`src/verilog/fetch_pkg.sv`:
```
`default_nettype none

package fetch_pkg;

  // ~~~~~~~~~~~~~~~~~~~~~~~~~~~~~~~~~~~~~~~~~~~~~~~~~~~~~~~~~~~~~~~~~~~~
  // Cache geometry.
  // ~~~~~~~~~~~~~~~~~~~~~~~~~~~~~~~~~~~~~~~~~~~~~~~~~~~~~~~~~~~~~~~~~~~~

  // 8 bytes per line.
  localparam int offset_bits = 3;

  // 16 direct-mapped lines.
  localparam int index_bits = 4;

  localparam int tag_bits = 32 - offset_bits - index_bits;

  localparam int line_count = 2 ** index_bits;

  // Refill beats of one word each.
  localparam int burst_beats = 2;

  // ~~~~~~~~~~~~~~~~~~~~~~~~~~~~~~~~~~~~~~~~~~~~~~~~~~~~~~~~~~~~~~~~~~~~
  // Address map.
  // ~~~~~~~~~~~~~~~~~~~~~~~~~~~~~~~~~~~~~~~~~~~~~~~~~~~~~~~~~~~~~~~~~~~~

  // First fetch address after reset.
  localparam logic [31:0] reset_pc = 32'h3000_0000;

  // Top address byte that is never cached.
  localparam logic [7:0] uncached_region = 8'h0f;

  // ~~~~~~~~~~~~~~~~~~~~~~~~~~~~~~~~~~~~~~~~~~~~~~~~~~~~~~~~~~~~~~~~~~~~
  // Types.
  // ~~~~~~~~~~~~~~~~~~~~~~~~~~~~~~~~~~~~~~~~~~~~~~~~~~~~~~~~~~~~~~~~~~~~

  typedef logic [31:0] word_t;

  // Low word sits at the lower address.
  typedef logic [63:0] line_t;

  typedef enum logic {
    fetch_lookup,
    fetch_refill
  } fetch_state_t;

endpackage

`default_nettype wire

```
`src/verilog/icache_store.sv`:
```
`default_nettype none
`timescale 1ns/1ps

module icache_store
  import fetch_pkg::*;
(
  input  logic  clock,
  input  logic  reset,
  input  word_t lookup_addr,
  output logic  hit,
  output word_t hit_word,
  input  logic  line_strobe,
  input  word_t line_addr,
  input  line_t line_data,
  input  logic  flush
);

  logic [line_count-1:0] valid;
  logic [tag_bits-1:0]   tags [line_count];
  line_t                 lines [line_count];

  logic [index_bits-1:0] lookup_index;
  logic [tag_bits-1:0]   lookup_tag;
  logic                  lookup_cacheable;
  line_t                 lookup_line;

  logic [index_bits-1:0] fill_index;
  logic                  fill_write;

  // ~~~~~~~~~~~~~~~~~~~~~~~~~~~~~~~~~~~~~~~~~~~~~~~~~~~~~~~~~~~~~~~~~~~~
  // Combinational lookup path.
  // ~~~~~~~~~~~~~~~~~~~~~~~~~~~~~~~~~~~~~~~~~~~~~~~~~~~~~~~~~~~~~~~~~~~~

  assign lookup_index     = lookup_addr[offset_bits +: index_bits];
  assign lookup_tag       = lookup_addr[31 -: tag_bits];
  assign lookup_cacheable = lookup_addr[31:24] != uncached_region;
  assign lookup_line      = lines[lookup_index];

  assign hit = valid[lookup_index] && tags[lookup_index] == lookup_tag &&
               lookup_cacheable;

  // Upper word for odd word addresses.
  assign hit_word = lookup_addr[offset_bits-1] ? lookup_line[63:32] : lookup_line[31:0];

  // ~~~~~~~~~~~~~~~~~~~~~~~~~~~~~~~~~~~~~~~~~~~~~~~~~~~~~~~~~~~~~~~~~~~~
  // Fill and flush.
  // ~~~~~~~~~~~~~~~~~~~~~~~~~~~~~~~~~~~~~~~~~~~~~~~~~~~~~~~~~~~~~~~~~~~~

  assign fill_index = line_addr[offset_bits +: index_bits];
  assign fill_write = line_strobe && line_addr[31:24] != uncached_region;

  // Flush beats a fill in the same cycle.
  always_ff @(posedge clock) begin
    if (reset || flush) begin
      valid <= '0;
    end else if (fill_write) begin
      valid[fill_index] <= 1'b1;
    end
  end

  always_ff @(posedge clock) begin
    if (fill_write) begin
      tags[fill_index]  <= line_addr[31 -: tag_bits];
      lines[fill_index] <= line_data;
    end
  end

  // No valid line may ever hold an uncached tag.
  uncached_never_hits: assert property (
    @(posedge clock) disable iff (reset)
      lookup_addr[31:24] == uncached_region |->
        !(valid[lookup_index] && tags[lookup_index] == lookup_tag)
  );

endmodule

`default_nettype wire

```
`src/verilog/burst_reader.sv`:
```
`default_nettype none
`timescale 1ns/1ps

module burst_reader
  import fetch_pkg::*;
(
  input  logic  clock,
  input  logic  reset,
  input  logic  refill_start,
  input  word_t refill_addr,
  output word_t araddr,
  output logic  arvalid,
  input  logic  arready,
  input  word_t rdata,
  input  logic  rvalid,
  input  logic  rlast,
  output logic  rready,
  output logic  line_strobe,
  output word_t line_addr,
  output line_t line_data
);

  word_t req_addr;
  word_t first_word;
  logic  beat_done;

  logic [$clog2(burst_beats)-1:0] beat;

  assign beat_done = rready && rvalid;

  // ~~~~~~~~~~~~~~~~~~~~~~~~~~~~~~~~~~~~~~~~~~~~~~~~~~~~~~~~~~~~~~~~~~~~
  // Address and data phases.
  // ~~~~~~~~~~~~~~~~~~~~~~~~~~~~~~~~~~~~~~~~~~~~~~~~~~~~~~~~~~~~~~~~~~~~

  always_ff @(posedge clock) begin
    if (reset) begin
      arvalid <= 1'b0;
      rready  <= 1'b0;
      beat    <= '0;
    end else begin
      if (refill_start) begin
        arvalid <= 1'b1;
      end else if (arvalid && arready) begin
        arvalid <= 1'b0;
        rready  <= 1'b1;
      end else if (beat_done) begin
        if (rlast) begin
          rready <= 1'b0;
          beat   <= '0;
        end else begin
          beat <= beat + 1'b1;
        end
      end
    end
  end

  // Request address is line aligned.
  always_ff @(posedge clock) begin
    if (refill_start) begin
      req_addr <= {refill_addr[31:offset_bits], {offset_bits{1'b0}}};
    end
  end

  // Hold the low word until the last beat shows up.
  always_ff @(posedge clock) begin
    if (beat_done && !rlast) begin
      first_word <= rdata;
    end
  end

  assign araddr      = req_addr;
  assign line_addr   = req_addr;
  assign line_strobe = beat_done && rlast;
  assign line_data   = {rdata, first_word};

  // Only one refill outstanding.
  no_overlapping_refill: assert property (
    @(posedge clock) disable iff (reset)
      refill_start |-> !(arvalid || rready)
  );

  last_on_final_beat: assert property (
    @(posedge clock) disable iff (reset)
      beat_done |-> rlast == (beat == burst_beats - 1)
  );

endmodule

`default_nettype wire

```
`src/verilog/fetch_control.sv`:
```
`default_nettype none
`timescale 1ns/1ps

module fetch_control
  import fetch_pkg::*;
(
  input  logic  clock,
  input  logic  reset,
  input  logic  redirect,
  input  word_t redirect_pc,
  input  logic  decode_ready,
  output logic  inst_valid,
  output word_t inst,
  output word_t inst_pc,
  output word_t lookup_addr,
  input  logic  hit,
  input  word_t hit_word,
  output logic  refill_start,
  output word_t refill_addr,
  input  logic  line_strobe,
  input  line_t line_data
);

  fetch_state_t state;
  word_t        pc;
  logic         discard;

  logic  out_ready;
  logic  do_lookup;
  logic  load_hit;
  logic  load_fill;
  logic  start_miss;
  logic  refill_done;
  word_t fill_word;

  // ~~~~~~~~~~~~~~~~~~~~~~~~~~~~~~~~~~~~~~~~~~~~~~~~~~~~~~~~~~~~~~~~~~~~
  // Decisions for this cycle.
  // ~~~~~~~~~~~~~~~~~~~~~~~~~~~~~~~~~~~~~~~~~~~~~~~~~~~~~~~~~~~~~~~~~~~~

  // Output register is empty or drains this cycle.
  assign out_ready = !inst_valid || decode_ready;

  assign do_lookup   = state == fetch_lookup && out_ready && !redirect;
  assign load_hit    = do_lookup && hit;
  assign start_miss  = do_lookup && !hit;
  assign refill_done = state == fetch_refill && line_strobe;
  assign load_fill   = refill_done && !discard && !redirect;

  assign fill_word = pc[2] ? line_data[63:32] : line_data[31:0];

  assign lookup_addr = pc;
  assign refill_addr = pc;

  // ~~~~~~~~~~~~~~~~~~~~~~~~~~~~~~~~~~~~~~~~~~~~~~~~~~~~~~~~~~~~~~~~~~~~
  // PC, state and output valid.
  // ~~~~~~~~~~~~~~~~~~~~~~~~~~~~~~~~~~~~~~~~~~~~~~~~~~~~~~~~~~~~~~~~~~~~

  always_ff @(posedge clock) begin
    if (reset) begin
      pc           <= reset_pc;
      state        <= fetch_lookup;
      discard      <= 1'b0;
      inst_valid   <= 1'b0;
      refill_start <= 1'b0;
    end else begin
      refill_start <= start_miss;

      if (refill_done) begin
        state   <= fetch_lookup;
        discard <= 1'b0;
      end

      if (redirect) begin
        pc         <= redirect_pc;
        inst_valid <= 1'b0;
        // Let the burst finish but drop its word.
        if (state == fetch_refill && !line_strobe) begin
          discard <= 1'b1;
        end
      end else begin
        if (inst_valid && decode_ready) begin
          inst_valid <= 1'b0;
        end
        if (load_hit || load_fill) begin
          inst_valid <= 1'b1;
          pc         <= pc + 32'd4;
        end
        if (start_miss) begin
          state <= fetch_refill;
        end
      end
    end
  end

  // Instruction and its address.
  always_ff @(posedge clock) begin
    if (load_hit) begin
      inst    <= hit_word;
      inst_pc <= pc;
    end else if (load_fill) begin
      inst    <= fill_word;
      inst_pc <= pc;
    end
  end

  // Held output must not change under back-pressure.
  output_stable_while_stalled: assert property (
    @(posedge clock) disable iff (reset)
      inst_valid && !decode_ready |=> $stable(inst) && $stable(inst_pc)
  );

endmodule

`default_nettype wire

```
`src/verilog/fetch_unit.sv`:
```
`default_nettype none
`timescale 1ns/1ps

module fetch_unit
  import fetch_pkg::*;
(
  input  logic  clock,
  input  logic  reset,
  input  logic  redirect,
  input  word_t redirect_pc,
  input  logic  flush,
  input  logic  decode_ready,
  output logic  inst_valid,
  output word_t inst,
  output word_t inst_pc,
  output word_t araddr,
  output logic  arvalid,
  input  logic  arready,
  input  word_t rdata,
  input  logic  rvalid,
  input  logic  rlast,
  output logic  rready
);

  word_t lookup_addr;
  logic  hit;
  word_t hit_word;
  logic  refill_start;
  word_t refill_addr;
  logic  line_strobe;
  word_t line_addr;
  line_t line_data;

  icache_store icache_store_i (
    .clock       (clock),
    .reset       (reset),
    .lookup_addr (lookup_addr),
    .hit         (hit),
    .hit_word    (hit_word),
    .line_strobe (line_strobe),
    .line_addr   (line_addr),
    .line_data   (line_data),
    .flush       (flush)
  );

  burst_reader burst_reader_i (
    .clock        (clock),
    .reset        (reset),
    .refill_start (refill_start),
    .refill_addr  (refill_addr),
    .araddr       (araddr),
    .arvalid      (arvalid),
    .arready      (arready),
    .rdata        (rdata),
    .rvalid       (rvalid),
    .rlast        (rlast),
    .rready       (rready),
    .line_strobe  (line_strobe),
    .line_addr    (line_addr),
    .line_data    (line_data)
  );

  fetch_control fetch_control_i (
    .clock        (clock),
    .reset        (reset),
    .redirect     (redirect),
    .redirect_pc  (redirect_pc),
    .decode_ready (decode_ready),
    .inst_valid   (inst_valid),
    .inst         (inst),
    .inst_pc      (inst_pc),
    .lookup_addr  (lookup_addr),
    .hit          (hit),
    .hit_word     (hit_word),
    .refill_start (refill_start),
    .refill_addr  (refill_addr),
    .line_strobe  (line_strobe),
    .line_data    (line_data)
  );

endmodule

`default_nettype wire

```
`config.mk`:
```
export PLATFORM = sky130hd
export DESIGN_NAME = fetch_unit
export DESIGN_NICKNAME = d
export VERILOG_FILES = /design/src/verilog/fetch_pkg.sv /design/src/verilog/icache_store.sv /design/src/verilog/burst_reader.sv /design/src/verilog/fetch_control.sv /design/src/verilog/fetch_unit.sv
export SDC_FILE = /design/constraint.sdc
export NUM_CORES = 2
export LEC_CHECK = 0
export BUFFER_PORTS_ARGS = -buffer_cell sky130_fd_sc_hd__buf_2
export CORE_MARGIN = 2
export CORE_UTILIZATION = 55
export DETAILED_ROUTE_END_ITERATION = 8
export GPL_TIMING_DRIVEN = 0
export PLACE_DENSITY = 0.73
export RECOVER_POWER = 25
export SYNTH_ARGS = -nofsm -noshare
export SYNTH_HDL_FRONTEND = slang
export SYNTH_HIERARCHICAL = 1
export SYNTH_SLANG_ARGS = --single-unit
```
`constraint.sdc`:
```
create_clock -name clock -period 14.2 [get_ports clock]
set_input_delay 0.71 -clock clock [delete_from_list [all_inputs] [get_ports clock]]
set_output_delay 0.71 -clock clock [all_outputs]
set_load 0.05 [all_outputs]
```
==> impl_metrics.ini <==
[routing]
wire_per_inst_microns = 33.9
postRouteAntennaNets = 0
drc = 0
firstDrtPassIters = 6
wl_microns = 166000
vias = 32800
vias_per_cell = 6.67
drt_iter0_drc = 5015

[clock_tree]
cts_hold_buf = 0
cts_resized = 0
clk_pin_slew_worst_paths_ns = 0.06
cts_buffers = 154
cts.sinks = 1603
clk_latency_ns = 0.78
cts_setup_buffers = 0
cts_tree = yes
htreeDepth = 4
root_buffer = clkbuf_16
cts_buffer_depth = 3

[worst_setup_path]
crit_required_ns = 14.60
critPathArrivalTime_ns = 7.02
slowest_stage = clkbuf_1
worst-path-max-fanout = 12
endpoint_kind = flip-flop
cp_num_buf_inv = 5
cpMostUsedCell = clkbuf_1
cp_top_family = buffers and inverters
max_stage_delay_ns = 0.76
crit_type = flip-flop to flip-flop
startpoint_type = flip-flop
ff2ff_setup_slack_ns = 7.57
path_cells = clkinv_1 -> buf_1 -> clkbuf_1 -> o211ai_1 -> nand4_1 -> nor4_1 -> and4_1 -> o2111a_1 -> nand2b_4 -> nor3_2 -> buf_4 -> clkbuf_1 -> o21ai_0

[die]
placementRows = 123
io_pins = 171
initial_core_util_pct = 55.6
dieHeight_microns = 341
core_sq_um = 113000
die_area_sq_um = 117000
die_w_microns = 341

[final_layout]
nets = 3360
stdcell_count = 4913
nFillCells = 7387
fin_util_pct = 63.9
final_layout_size_suffix_gt1_share_pct = 31.3
seq_area_sq_um = 47600
fin_area_sq_um = 71900
multi_input_area_sq_um = 13600
syn2layout_area_growth_pct = 14.9

[timing]
tns_ns = 0
hold_viol = 0
fmaxAchievable_mhz = 151
worst_slew_pin_slew_ns = 1.43
slew_violations = 0
maxSlewHeadroom_pct = 4.74
min_period_ns = 6.63
finalSetupViolations = 0
fin_worst_skew_ns = 0.0298
fin_crit_sh_pct = 46.7
rsz0062_at_grt = no

[yosys]
syn_area_sq_um = 62600
yosysWarnings = 6
syn_inst = 2851
syn_avg_cell_area_sq_um = 22.0

[global_route]
grt_pass1_wl_microns = 236000
antenna_found_initial = 1
first_global_vias = 33000
grt.overflow.total = 0
grt_use_total_pct = 28.8
grt_max_degree = 73

[power_and_ir_drop]
ir_drop_uv = 144
power_switching_mw = 2.10
p_comb_share_pct = 5.8
pwr-share-clk_pct = 40.4
intPower_mw = 7.57
leakagePower_nw = 22.7
power.total_mw = 9.67
pwr_density_cell_nw_per_um2 = 134
swShare_pct = 21.7
power.share.sequential_pct = 53.9

[place]
place_inst = 4631
dp_hpwl_microns = 108000
globalplace.congestion = 0.908
place_area_sq_um = 67400
portBuffers = 167

[job]
max_cap_violations = 0

[min_path]
holdCritPathClass = input port to flip-flop

[run_status]
status = finished, final reports clean
==> layout by cell type, fill, tap and decap left out, types with 45 or more instances in the layout <==
master     count
clkbuf_16    156
buf_6         51
buf_2        189
mux4_2       412
dfxtp_1       53
nand2_1       72
edfxtp_1    1549
mux2i_1       79
o21ai_0       45
buf_4         63
clkbuf_1     154
==> power groups by stage <==
stage               Clock [mW]  Sequential [mW]  Combinational (mW)
floorplan                    0             5.30               0.361
global placement             0             5.30               0.539
detailed placement           0             5.30               0.557
CTS                       3.94             5.20               0.561
global route              4.13             5.20               0.580
finish                    3.90             5.21               0.556
==> through the flow <==
step	setup slack (ns)	hold WS (ns)
floorplan	5.99	0.408
global route	7.52	0.106
CTS	7.77	0.0870
global placement	-2.77	0.414
detailed placement	7.84	0.421
finish	7.57	0.128
==> area by class of cell <==
class                      instances  share of cell area [%]
antenna                            2                 0.00696
buffer                           234                    1.74
clock buffer                     197                    5.70
clock inverter                    83                   0.927
inverter                          20                   0.111
multi-input combinational        996                    19.0
sequential                      1603                    66.2
tap                             1500                    2.61
timing repair buffer             278                    3.79
==> registers in the layout, indices dropped and copies added (netlist names), 16 cells and up, named ones only <==
register,cells
icache_store_i/lines,1024
burst_reader_i/araddr,29
fetch_control_i/lookup_addr,32
burst_reader_i/first_word,32
fetch_control_i/inst_pc,32
icache_store_i/tags,400
icache_store_i/valid,16
fetch_control_i/inst,32
==> worst paths after layout <==
kind,start,cells past startpoint,end
setup / recovery,fetch_control_i/lookup_addr[6],13,fetch_control_i/inst[3]
hold / removal,rdata[25],1,burst_reader_i/first_word[25]
setup reg to reg,fetch_control_i/lookup_addr[6],13,fetch_control_i/inst[3]
hold reg to reg,fetch_control_i/lookup_addr[1],0,fetch_control_i/inst_pc[1]
==> worst register-to-register path: cells and delay by family (launching register included) <==
kind	cells	cell delay, ns
buf+inv	5	3.02
compound gates	3	1.40
simple gates	5	1.09
flops	1	0.75
==> per-layer routing <==
layer / global-route usage, % / part of all wire, % / vias to the layer above
li1: - / - / 12800
met1: 39.6 / 37 / 17200
met2: 46.6 / 49 / 2371
met3: 5.38 / 11 / 410
met4: 11.0 / 4.0 / 0
met5: 0 / 0 / -
No activity file was read; power rests on OpenSTA's default activity.
